<file path="src/rv_pkg.sv">
package rv_pkg;

  // datapath and register index widths
  localparam int XLEN = 32;
  localparam int REG_IDX_W = 5;
  // one register per index value
  localparam int NUM_REGS = 1 << REG_IDX_W;

  typedef logic [XLEN-1:0] word_t;
  typedef logic [XLEN-1:0] insn_t;
  typedef logic [REG_IDX_W-1:0] reg_idx_t;
  typedef logic [6:0] opcode_t;
  typedef logic [2:0] funct3_t;
  typedef logic [6:0] funct7_t;

  // major opcodes that the pipeline executes
  localparam opcode_t OPCODE_LUI = 7'b01_101_11;
  localparam opcode_t OPCODE_REG_IMM = 7'b00_100_11;
  localparam opcode_t OPCODE_REG_REG = 7'b01_100_11;

  // addi, add and sub all share funct3 zero
  localparam funct3_t FUNCT3_ADD_SUB = 3'b000;
  localparam funct7_t FUNCT7_ADD = 7'h00;
  localparam funct7_t FUNCT7_SUB = 7'h20;

  // program counter
  localparam word_t PC_STEP = 32'd4;
  localparam word_t RESET_PC = 32'd0;

  // status of the slot that reaches writeback
  typedef enum logic [2:0] {
    // never seen once reset has drained
    CYCLE_INVALID = 3'd0,
    // bubble left behind by reset
    CYCLE_RESET = 3'd1,
    // a real instruction
    CYCLE_NO_STALL = 3'd2
  } cycle_status_e;

endpackage

</file>
<file path="src/reg_file.sv">
module reg_file (
  input  logic             clk,
  input  logic             rst,
  input  logic             we,
  input  rv_pkg::reg_idx_t rd,
  input  rv_pkg::word_t    rd_data,
  input  rv_pkg::reg_idx_t rs1,
  input  rv_pkg::reg_idx_t rs2,
  output rv_pkg::word_t    rs1_data,
  output rv_pkg::word_t    rs2_data
);
  import rv_pkg::*;

  word_t regs [NUM_REGS];

  // both read ports are combinational
  assign rs1_data = regs[rs1];
  assign rs2_data = regs[rs2];

  // single write port, takes effect at the next edge
  // x0 stays zero since we is never raised for index 0
  always_ff @(posedge clk) begin
    if (rst) begin
      for (int i = 0; i < NUM_REGS; i++) begin
        regs[i] <= '0;
      end
    end else if (we) begin
      regs[rd] <= rd_data;
    end
  end

endmodule

</file>
<file path="src/fetch_stage.sv">
module fetch_stage (
  input  logic                  clk,
  input  logic                  rst,
  input  rv_pkg::insn_t         insn_from_imem,
  output rv_pkg::word_t         pc_to_imem,
  output rv_pkg::word_t         d_pc,
  output rv_pkg::insn_t         d_insn,
  output rv_pkg::cycle_status_e d_status
);
  import rv_pkg::*;

  // program counter, no branches so it only ever steps forward
  always_ff @(posedge clk) begin
    if (rst) begin
      pc_to_imem <= RESET_PC;
    end else begin
      pc_to_imem <= pc_to_imem + PC_STEP;
    end
  end

  // fetch to decode register
  // imem answers in the same cycle, so the word is captured here
  always_ff @(posedge clk) begin
    if (rst) begin
      d_pc     <= '0;
      d_insn   <= '0;
      // reset bubble travels down to writeback
      d_status <= CYCLE_RESET;
    end else begin
      d_pc     <= pc_to_imem;
      d_insn   <= insn_from_imem;
      d_status <= CYCLE_NO_STALL;
    end
  end

endmodule

</file>
<file path="src/decode_stage.sv">
module decode_stage (
  input  logic                  clk,
  input  logic                  rst,
  input  rv_pkg::word_t         d_pc,
  input  rv_pkg::insn_t         d_insn,
  input  rv_pkg::cycle_status_e d_status,
  input  rv_pkg::reg_idx_t      w_rd,
  input  rv_pkg::word_t         w_data,
  input  logic                  w_rd_we,
  output rv_pkg::word_t         x_pc,
  output rv_pkg::insn_t         x_insn,
  output rv_pkg::cycle_status_e x_status,
  output rv_pkg::reg_idx_t      x_rd,
  output rv_pkg::reg_idx_t      x_rs1,
  output rv_pkg::reg_idx_t      x_rs2,
  output rv_pkg::word_t         x_rs1_data,
  output rv_pkg::word_t         x_rs2_data
);
  import rv_pkg::*;

  reg_idx_t rd;
  reg_idx_t rs1;
  reg_idx_t rs2;
  word_t    rf_rs1_data;
  word_t    rf_rs2_data;
  word_t    rs1_data;
  word_t    rs2_data;

  // register fields sit at fixed positions in every format
  assign rd  = d_insn[11:7];
  assign rs1 = d_insn[19:15];
  assign rs2 = d_insn[24:20];

  // write port is driven straight from the writeback register
  reg_file rf (
    .clk      (clk),
    .rst      (rst),
    .we       (w_rd_we),
    .rd       (w_rd),
    .rd_data  (w_data),
    .rs1      (rs1),
    .rs2      (rs2),
    .rs1_data (rf_rs1_data),
    .rs2_data (rf_rs2_data)
  );

  // writeback to decode bypass
  // the file only updates at the edge, so a same-cycle write is taken here
  assign rs1_data = (w_rd_we && (w_rd == rs1)) ? w_data : rf_rs1_data;
  assign rs2_data = (w_rd_we && (w_rd == rs2)) ? w_data : rf_rs2_data;

  // decode to execute register
  always_ff @(posedge clk) begin
    if (rst) begin
      x_pc       <= '0;
      x_insn     <= '0;
      x_status   <= CYCLE_RESET;
      x_rd       <= '0;
      x_rs1      <= '0;
      x_rs2      <= '0;
      x_rs1_data <= '0;
      x_rs2_data <= '0;
    end else begin
      x_pc       <= d_pc;
      x_insn     <= d_insn;
      x_status   <= d_status;
      x_rd       <= rd;
      x_rs1      <= rs1;
      x_rs2      <= rs2;
      x_rs1_data <= rs1_data;
      x_rs2_data <= rs2_data;
    end
  end

endmodule

</file>
<file path="src/execute_stage.sv">
module execute_stage (
  input  logic                  clk,
  input  logic                  rst,
  input  rv_pkg::word_t         x_pc,
  input  rv_pkg::insn_t         x_insn,
  input  rv_pkg::cycle_status_e x_status,
  input  rv_pkg::reg_idx_t      x_rd,
  input  rv_pkg::reg_idx_t      x_rs1,
  input  rv_pkg::reg_idx_t      x_rs2,
  input  rv_pkg::word_t         x_rs1_data,
  input  rv_pkg::word_t         x_rs2_data,
  input  rv_pkg::reg_idx_t      w_rd,
  input  rv_pkg::word_t         w_data,
  input  logic                  w_rd_we,
  output rv_pkg::word_t         m_pc,
  output rv_pkg::insn_t         m_insn,
  output rv_pkg::cycle_status_e m_status,
  output rv_pkg::reg_idx_t      m_rd,
  output rv_pkg::word_t         m_data,
  output logic                  m_rd_we
);
  import rv_pkg::*;

  opcode_t opcode;
  funct3_t funct3;
  funct7_t funct7;
  word_t   imm_i;
  word_t   op_a;
  word_t   op_b;
  word_t   fwd_rs2;
  word_t   add_b;
  word_t   sum;
  word_t   result;
  logic    is_sub;
  logic    illegal;
  logic    rd_we;

  assign opcode = x_insn[6:0];
  assign funct3 = x_insn[14:12];
  assign funct7 = x_insn[31:25];
  // I-type immediate, sign extended
  assign imm_i  = {{20{x_insn[31]}}, x_insn[31:20]};

  // operand bypass: memory is younger, so it wins over writeback
  // the decode value is only used when neither stage writes the register
  always_comb begin
    if (m_rd_we && (m_rd == x_rs1)) begin
      op_a = m_data;
    end else if (w_rd_we && (w_rd == x_rs1)) begin
      op_a = w_data;
    end else begin
      op_a = x_rs1_data;
    end
  end

  always_comb begin
    if (m_rd_we && (m_rd == x_rs2)) begin
      fwd_rs2 = m_data;
    end else if (w_rd_we && (w_rd == x_rs2)) begin
      fwd_rs2 = w_data;
    end else begin
      fwd_rs2 = x_rs2_data;
    end
  end

  // addi takes the immediate as second operand
  assign op_b   = (opcode == OPCODE_REG_IMM) ? imm_i : fwd_rs2;
  // sub is a + ~b + 1 on the same adder
  assign is_sub = (opcode == OPCODE_REG_REG) && (funct7 == FUNCT7_SUB);
  assign add_b  = is_sub ? ~op_b : op_b;
  assign sum    = op_a + add_b + word_t'(is_sub);

  // result select and illegal detection
  always_comb begin
    result  = '0;
    illegal = 1'b0;
    case (opcode)
      OPCODE_LUI: begin
        result = {x_insn[31:12], 12'b0};
      end
      OPCODE_REG_IMM: begin
        // only addi is supported among the reg-imm ops
        if (funct3 == FUNCT3_ADD_SUB) begin
          result = sum;
        end else begin
          illegal = 1'b1;
        end
      end
      OPCODE_REG_REG: begin
        if ((funct3 == FUNCT3_ADD_SUB) &&
            ((funct7 == FUNCT7_ADD) || (funct7 == FUNCT7_SUB))) begin
          result = sum;
        end else begin
          illegal = 1'b1;
        end
      end
      default: begin
        illegal = 1'b1;
      end
    endcase
  end

  // write enable decided once here and carried down the pipe
  // x0 writes are dropped so later stages need not check rd
  assign rd_we = (x_status == CYCLE_NO_STALL) && !illegal && (x_rd != '0);

  // execute to memory register
  always_ff @(posedge clk) begin
    if (rst) begin
      m_pc     <= '0;
      m_insn   <= '0;
      m_status <= CYCLE_RESET;
      m_rd     <= '0;
      m_data   <= '0;
      m_rd_we  <= 1'b0;
    end else begin
      m_pc     <= x_pc;
      m_insn   <= x_insn;
      m_status <= x_status;
      m_rd     <= x_rd;
      m_data   <= result;
      m_rd_we  <= rd_we;
    end
  end

endmodule

</file>
<file path="src/retire_stage.sv">
module retire_stage (
  input  logic                  clk,
  input  logic                  rst,
  input  rv_pkg::word_t         m_pc,
  input  rv_pkg::insn_t         m_insn,
  input  rv_pkg::cycle_status_e m_status,
  input  rv_pkg::reg_idx_t      m_rd,
  input  rv_pkg::word_t         m_data,
  input  logic                  m_rd_we,
  output rv_pkg::reg_idx_t      w_rd,
  output rv_pkg::word_t         w_data,
  output logic                  w_rd_we,
  output rv_pkg::word_t         trace_writeback_pc,
  output rv_pkg::insn_t         trace_writeback_insn,
  output rv_pkg::cycle_status_e trace_writeback_cycle_status,
  output rv_pkg::reg_idx_t      trace_writeback_rd,
  output rv_pkg::word_t         trace_writeback_data,
  output logic                  trace_writeback_we
);
  import rv_pkg::*;

  // memory to writeback register
  // w_rd, w_data and w_rd_we feed the register file and both bypasses
  always_ff @(posedge clk) begin
    if (rst) begin
      trace_writeback_pc           <= '0;
      trace_writeback_insn         <= '0;
      trace_writeback_cycle_status <= CYCLE_RESET;
      w_rd                         <= '0;
      w_data                       <= '0;
      w_rd_we                      <= 1'b0;
    end else begin
      trace_writeback_pc           <= m_pc;
      trace_writeback_insn         <= m_insn;
      trace_writeback_cycle_status <= m_status;
      w_rd                         <= m_rd;
      w_data                       <= m_data;
      w_rd_we                      <= m_rd_we;
    end
  end

  // trace shows exactly what goes into the register file this cycle
  assign trace_writeback_rd   = w_rd;
  assign trace_writeback_data = w_data;
  assign trace_writeback_we   = w_rd_we;

endmodule

</file>
<file path="src/rv_pipeline.sv">
module rv_pipeline (
  input  logic                  clk,
  input  logic                  rst,
  input  rv_pkg::insn_t         insn_from_imem,
  output rv_pkg::word_t         pc_to_imem,
  output rv_pkg::word_t         trace_writeback_pc,
  output rv_pkg::insn_t         trace_writeback_insn,
  output rv_pkg::cycle_status_e trace_writeback_cycle_status,
  output rv_pkg::reg_idx_t      trace_writeback_rd,
  output rv_pkg::word_t         trace_writeback_data,
  output logic                  trace_writeback_we
);
  import rv_pkg::*;

  // fetch to decode
  word_t         d_pc;
  insn_t         d_insn;
  cycle_status_e d_status;
  // decode to execute
  word_t         x_pc;
  insn_t         x_insn;
  cycle_status_e x_status;
  reg_idx_t      x_rd;
  reg_idx_t      x_rs1;
  reg_idx_t      x_rs2;
  word_t         x_rs1_data;
  word_t         x_rs2_data;
  // execute to retire
  word_t         m_pc;
  insn_t         m_insn;
  cycle_status_e m_status;
  reg_idx_t      m_rd;
  word_t         m_data;
  logic          m_rd_we;
  // writeback feedback to decode and execute
  reg_idx_t      w_rd;
  word_t         w_data;
  logic          w_rd_we;

  fetch_stage u_fetch (
    .clk            (clk),
    .rst            (rst),
    .insn_from_imem (insn_from_imem),
    .pc_to_imem     (pc_to_imem),
    .d_pc           (d_pc),
    .d_insn         (d_insn),
    .d_status       (d_status)
  );

  decode_stage u_decode (
    .clk        (clk),
    .rst        (rst),
    .d_pc       (d_pc),
    .d_insn     (d_insn),
    .d_status   (d_status),
    .w_rd       (w_rd),
    .w_data     (w_data),
    .w_rd_we    (w_rd_we),
    .x_pc       (x_pc),
    .x_insn     (x_insn),
    .x_status   (x_status),
    .x_rd       (x_rd),
    .x_rs1      (x_rs1),
    .x_rs2      (x_rs2),
    .x_rs1_data (x_rs1_data),
    .x_rs2_data (x_rs2_data)
  );

  execute_stage u_execute (
    .clk        (clk),
    .rst        (rst),
    .x_pc       (x_pc),
    .x_insn     (x_insn),
    .x_status   (x_status),
    .x_rd       (x_rd),
    .x_rs1      (x_rs1),
    .x_rs2      (x_rs2),
    .x_rs1_data (x_rs1_data),
    .x_rs2_data (x_rs2_data),
    .w_rd       (w_rd),
    .w_data     (w_data),
    .w_rd_we    (w_rd_we),
    .m_pc       (m_pc),
    .m_insn     (m_insn),
    .m_status   (m_status),
    .m_rd       (m_rd),
    .m_data     (m_data),
    .m_rd_we    (m_rd_we)
  );

  retire_stage u_retire (
    .clk                          (clk),
    .rst                          (rst),
    .m_pc                         (m_pc),
    .m_insn                       (m_insn),
    .m_status                     (m_status),
    .m_rd                         (m_rd),
    .m_data                       (m_data),
    .m_rd_we                      (m_rd_we),
    .w_rd                         (w_rd),
    .w_data                       (w_data),
    .w_rd_we                      (w_rd_we),
    .trace_writeback_pc           (trace_writeback_pc),
    .trace_writeback_insn         (trace_writeback_insn),
    .trace_writeback_cycle_status (trace_writeback_cycle_status),
    .trace_writeback_rd           (trace_writeback_rd),
    .trace_writeback_data         (trace_writeback_data),
    .trace_writeback_we           (trace_writeback_we)
  );

endmodule

</file>
<file path="config.mk">
export PLATFORM = sky130hd
export DESIGN_NAME = rv_pipeline
export DESIGN_NICKNAME = d
export VERILOG_FILES = /design/src/rv_pkg.sv /design/src/reg_file.sv /design/src/fetch_stage.sv /design/src/decode_stage.sv /design/src/execute_stage.sv /design/src/retire_stage.sv /design/src/rv_pipeline.sv
export SDC_FILE = /design/constraint.sdc
export NUM_CORES = 2
export LEC_CHECK = 0
export BUFFER_PORTS_ARGS = -buffer_cell sky130_fd_sc_hd__clkbuf_2
export CAP_MARGIN = 10
export CORE_MARGIN = 4
export CORE_UTILIZATION = 30
export DETAILED_ROUTE_END_ITERATION = 12
export GPL_TIMING_DRIVEN = 0
export HOLD_SLACK_MARGIN = 0.12
export PLACE_DENSITY_LB_ADDON = 0.15
export RECOVER_POWER = 100
export SYNTH_ARGS = -nofsm -noshare
export SYNTH_HDL_FRONTEND = slang
export SYNTH_SLANG_ARGS = --single-unit
</file>
<file path="constraint.sdc">
create_clock -name clk -period 5.7 [get_ports clk]
set_input_delay 0.855 -clock clk [delete_from_list [all_inputs] [get_ports clk]]
set_output_delay 0.855 -clock clk [all_outputs]
set_load 0.05 [all_outputs]
</file>
# After elaboration in Yosys (flattened, before gate mapping)
# Memory sizes are Yosys's and may differ from the RTL's. A register that Yosys moved wholly into a read port is not among the register bits.
# Index checks and enable logic that the tools add are counted.
# word_totals
latchBits	0
mem_count	1
inputBits	34
output_inout_bits	137
reg_bits	387
elab_cells	71
romBits	0
mem_bits_rw	1024
# mem_list
memory	depth	word_bits	rd	rd_clocked_by_memory_dff	wr	line	rtl
u_decode.rf.regs	32	32	2	2	32	reg_file.sv:14	word_t regs [NUM_REGS];
# classes
reduce_logical	14
n_bitwise	1
eq_ne	9
add_sub_neg	3
n_shift	0
magnitude_cmp	0
n_mux	21
div_mod_pow	0
multipliers	0
# ops
operator	n
$mux W32	9
$pmux W32 S3	1
$add A32 B1 Y32	1
$add A32 B3 Y32 const B	1
$add A32 B32 Y32	1
$not A32 Y32	1
$reduce_or A32 Y1	1
$eq A7 B6 Y1 const B	3
$eq A5 B5 Y1	4
$logic_and A1 B1 Y1	8
$mux W1	8
$eq A7 B5 Y1 const B	1
$logic_not A7 Y1	1
$mux W5	1
$reduce_bool A5 Y1	1
$logic_not A3 Y1	1
$pmux W1 S3	1
$eq A2 B2 Y1 const B	1
$mux W2	1
$logic_not A1 Y1	1
$logic_or A1 B1 Y1	1

# Logic depth before layout (Yosys ltp)
# depth
word_depth	11
ltp_mapped	22

# Hierarchy
# Synthesis repeated with hierarchy kept, for this count alone.
# hier_totals
hier_cells	6430
hier_area_um2	74081.0
# by_module_without_submodules
module	cells_per_inst	seq_area_each_um2	n_inst	area_each_um2
reg_file	4640	30749.5	1	56467.9
execute_stage	821	2102.0	1	6737.7
decode_stage	412	2622.5	1	4662.0
retire_stage	259	2102.0	1	3111.7
fetch_stage	298	1881.8	1	3101.7

# Worst setup path after synthesis
# Ideal clock, no wire load.
# synth_timing
kind	in2reg
start	input rst
end	memory u_decode.rf.regs[12][0] (netlist name) (enable)
setup_ps	466
cell_stages	7
required_ps	5234
path_slack_ps	969
t_arrival_ps	4266
n_path_buf	3
path_cell_list	inv_1 -> nand2_1 -> or3_1 -> clkbuf_1 -> clkbuf_1 -> clkbuf_1 -> o21ai_0
# synth_lines
element	line	rtl
start, declared	rv_pipeline.sv:3	input logic rst,
end, declared	reg_file.sv:14	

# Worst setup path in the final report
# layout_timing
start	register u_decode.x_rs2[3]
end	register u_execute.m_data[30]
# layout_between
elab_chain_cells	11
elab_cells_between_ends	14
cone_classes	add/sub (2); eq/ne (2); mux (7); bitwise (1); reduce/logical (2)
# layout_rtl
element	line	rtl
start, declared	decode_stage.sv:15	output rv_pkg::reg_idx_t x_rs2,
start signal, assigned	decode_stage.sv:69	x_rs2 <= rs2;
$eq A5 B5 Y1	execute_stage.sv:59	end else if (w_rd_we && (w_rd == x_rs2)) begin
$logic_and A1 B1 Y1	execute_stage.sv:59	
$mux W32	execute_stage.sv:59	
$mux W32 (*)	execute_stage.sv:57	if (m_rd_we && (m_rd == x_rs2)) begin
$mux W32 (*)	execute_stage.sv:67	assign op_b = (opcode == OPCODE_REG_IMM) ? imm_i : fwd_rs2;
$not A32 Y32	execute_stage.sv:70	assign add_b = is_sub ? ~op_b : op_b;
$mux W32 (*)	execute_stage.sv:70	
$add A32 B32 Y32 (*)	execute_stage.sv:71	assign sum = op_a + add_b + word_t'(is_sub);
$add A32 B1 Y32 (*)	execute_stage.sv:71	
$mux W32, on equally long branches	execute_stage.sv:90, execute_stage.sv:83	
$pmux W32 S3 (*)	execute_stage.sv:77	case (opcode)
end signal, assigned	execute_stage.sv:121	m_data <= result;
end, declared	execute_stage.sv:19	output rv_pkg::word_t m_data,
# Mark *: on every way between the ends. The rest lies on a longest branch, timed or not.
# A chain may end at the register's enable or synchronous reset.

==> results.cfg <==
[global_route]
grt.met3_usage_pct = 6.26
grt_first_pass_wirelength_um = 395000
first_global_vias = 46300
global_route.usage.met1_pct = 31.8
overflow = 0
grt_use_total_pct = 23.9
grt.met2_usage_pct = 36.5
grt_max_degree = 20
grt_most_used_layer = met2
antenna_violations_before_repair = 39

[power]
static-leakage-power_uw = 0.0289
power.density_nw_per_um2 = 302
ir_drop_mv = 0.303
report.power.total_uw = 24900

[setup_path]
cp-end-kind = flop
critPathKind = reg -> reg
worst-endpoint-required_ns = 6.42
critPathCapture = u_execute.m_data[30]
path_depth = 20
cp_num_buf_inv = 2
timing.rr.end = u_execute.m_data[30]
max_stage_delay_ns = 0.63
timing.critical_path.arrival_ns = 6.20
critical_path.startpoint_type = flop
critical_path_peak_fanout = 10
timing.reg2reg.worst_path_depth = 20
path_cells = xnor2_1, nand3_1, or2_2, clkbuf_1, buf_2, mux2i_1, a211oi_1, a21oi_1, xnor2_1, ha_1, a21oi_1, o21bai_1, a21o_1, a21oi_1, a31oi_1, o21ai_0, o21ai_0, a221oi_1, xor2_1, o21ai_0
critPathSlowestCell = dfxtp_1
worst_setup_path_startpoint = u_decode.x_rs2[3]
reg2reg_launch_point = u_decode.x_rs2[3]
critical_path.top_delay_family = compound AO/OA/AOI/OAI gates
rrSetupSlack_ns = 0.22

[yosys]
yosysTopAreaCell = edfxtp_1
ys_top_cells_by_area = edfxtp_1, mux4_2, dfxtp_1
postSynthRegisterBits = 1440
post_synth.cell_area_avg_um2 = 14.2
synthMostInstantiatedCell = edfxtp_1
yosys.area.top_type_share_pct = 43.8
synth-edff-count = 1024
ys.warnings.count = 0
asyncSetResetFlopFracSynth_pct = 0
synth.cells.most_frequent = edfxtp_1, and2_1, mux4_2
syn_inst = 4941
ys_types = 70
ys.flop_type = edfxtp_1
synth-seq-area-share_pct = 55.7
netlist_area_um2 = 70100

[detailed_routing]
remaining_drc_errors = 0
route.detailed.vias_per_inst = 5.39
wirelength_um = 293000
iteration_0_drc_markers = 5890
detailedRoute.firstPassIterationCount = 5
drt.antenna.violating_nets = 0
total_vias_in_the_final_route = 46300
wl_per_cell_um = 34.1

[layout]
design.final.nets = 5448
postLayoutCoreUtil_pct = 35.5
area.growth.synth_to_final_pct = 17.8
drive_above_1_share_pct = 22.2
fillers = 22400

[sta]
hold_violations = 0
finalMaxSlewViolations = 33
post-route-worst-setup-slack_ns = 0.216
headroom_to_the_max_slew_limit_pct = -15.4
setup_viol = 0
measured_slew_at_the_worst_slew_check_pin_ns = 1.73
timing.final.crit_period_ns = 5.48
fin_setup_tns_ns = 0
finalCritPeriodShare_pct = 96.2
timing.fmax_mhz = 182
rsz0062_at_grt = no
finalClockSkew_ns = 0.0356

[die]
floorplan.initialDensity_pct = 30.2
die-area_um2 = 242000
floorplan.die.height_um = 492
placeableCoreArea_um2 = 233000
floorplan.die.width_um = 492
ios = 171
placementRows = 177

[clock_network]
hold_buffers = 0
htreeDepth = 4
path_clk_slew_ns = 0.06
clock_tree_from_tritoncts = built
ctsRootBufferMaster = clkbuf_16
clock_sinks = 1440
clk_latency_worst_skew_pair_ns = 0.89
max-clock-path-buffers = 3
number_of_buffers_inserted_during_clock_tree_synthesis = 164

[outcome]
violations = capacitance limit, slew limit
outcome = finished, violations left

[placement]
dpl.hpwl_um = 214000
place_ws_ns = -0.198
place_congestion = 0.914
port_buffers = 165

[run]
drv.max_cap_violation_count = 3

[worst_hold_path]
min-delay-path-class = in -> reg
worst min-delay path by stage:
stage,startpoint,cells after the start,to,slack [ns]
final,insn_from_imem[12],2,u_fetch.d_insn[12],0.20
after global routing,insn_from_imem[12],2,u_fetch.d_insn[12],0.18
after CTS,insn_from_imem[12],2,u_fetch.d_insn[12],0.16
after detailed placement,u_fetch.d_status[0],1,u_decode.x_status[0],0.40
after global placement,u_fetch.d_status[0],1,u_decode.x_status[0],0.39
after floorplan,u_decode.x_status[0],2,u_execute.m_status[0],0.39
state kept, by name (all words and copies together), names as in the netlist, 30 cells and up:
name	flops
u_decode.rf.regs	1024
u_execute.m_data	32
u_execute.m_pc	30
u_decode.x_pc	30
u_decode.x_rs2_data	32
u_fetch.d_pc	30
u_decode.x_rs1_data	32
u_retire.trace_writeback_pc	30
u_fetch.d_insn	32
u_retire.trace_writeback_data	32
u_fetch.pc_to_imem	30
cell families after synthesis:
family / synth area share, %
buf+inv: 2.95
compound gates: 2.49
mux: 22.3
flops: 55.7
xor+xnor: 1.44
other cells: 0.00535
simple gates: 14.5
fa+ha+maj: 0.581
metal layers:
layer,vias up,part of all wire [%]
li1,19100,-
met1,24100,41
met2,2480,44
met3,579,9.7
met4,6,5.2
met5,-,0.011
layout make-up:
class / instances / area (µm²) / area share, %
antenna: 23 / 57.6 / 0.0696
timing repair buffer: 271 / 2840 / 3.43
buffer: 503 / 2040 / 2.47
tap: 3043 / 3810 / 4.61
inverter: 16 / 60.1 / 0.0727
sequential: 1440 / 39100 / 47.3
clock buffer: 210 / 4390 / 5.31
clock inverter: 88 / 957 / 1.16
multi-input combinational: 2986 / 29400 / 35.6
report_power, final:
group          leakage [µW]  switching (µW)  internal [µW]
Clock               0.00259            4740           5890
Sequential           0.0140             168          11500
Combinational        0.0123            1580           1040
layout by cell type, fill, tap and decap left out, types with 67 or more instances in the layout:
cell type	n
a21oi_1	131
and2_1	992
clkbuf_1	487
clkbuf_16	164
clkbuf_2	132
dfxtp_1	414
edfxtp_1	1024
mux2i_1	126
mux4_2	640
nand2_1	104
nor2_1	230
nor2b_1	285
o21ai_0	83
xnor2_1	67
repair_timing:
item | in CTS | in global routing
endpoints found under the setup margin | 4 | 8
buffers inserted | 0 | 0
resized for setup | 3 | 19
pin swaps | 0 | 1
through the flow:
stage	cells	hold slack, ns	cell area [µm²]
5_1_grt	8566	0.180	82600
6_report	8580	0.201	82600
3_5_place_dp	8250	0.397	77200
2_1_floorplan	4945	0.388	70200
3_3_place_gp	8153	0.394	74800
4_1_cts	8548	0.165	82500
worst reg2reg max path: stages (launching register included):
cell,delay (ns)
dfxtp_1,0.63
xnor2_1,0.18
nand3_1,0.12
or2_2,0.30
clkbuf_1,0.22
buf_2,0.30
mux2i_1,0.17
a211oi_1,0.35
a21oi_1,0.09
xnor2_1,0.23
ha_1,0.33
a21oi_1,0.19
o21bai_1,0.11
a21o_1,0.19
a21oi_1,0.49
a31oi_1,0.26
o21ai_0,0.34
o21ai_0,0.20
a221oi_1,0.34
xor2_1,0.17
o21ai_0,0.10
Power figures use the tool's default switching activity.
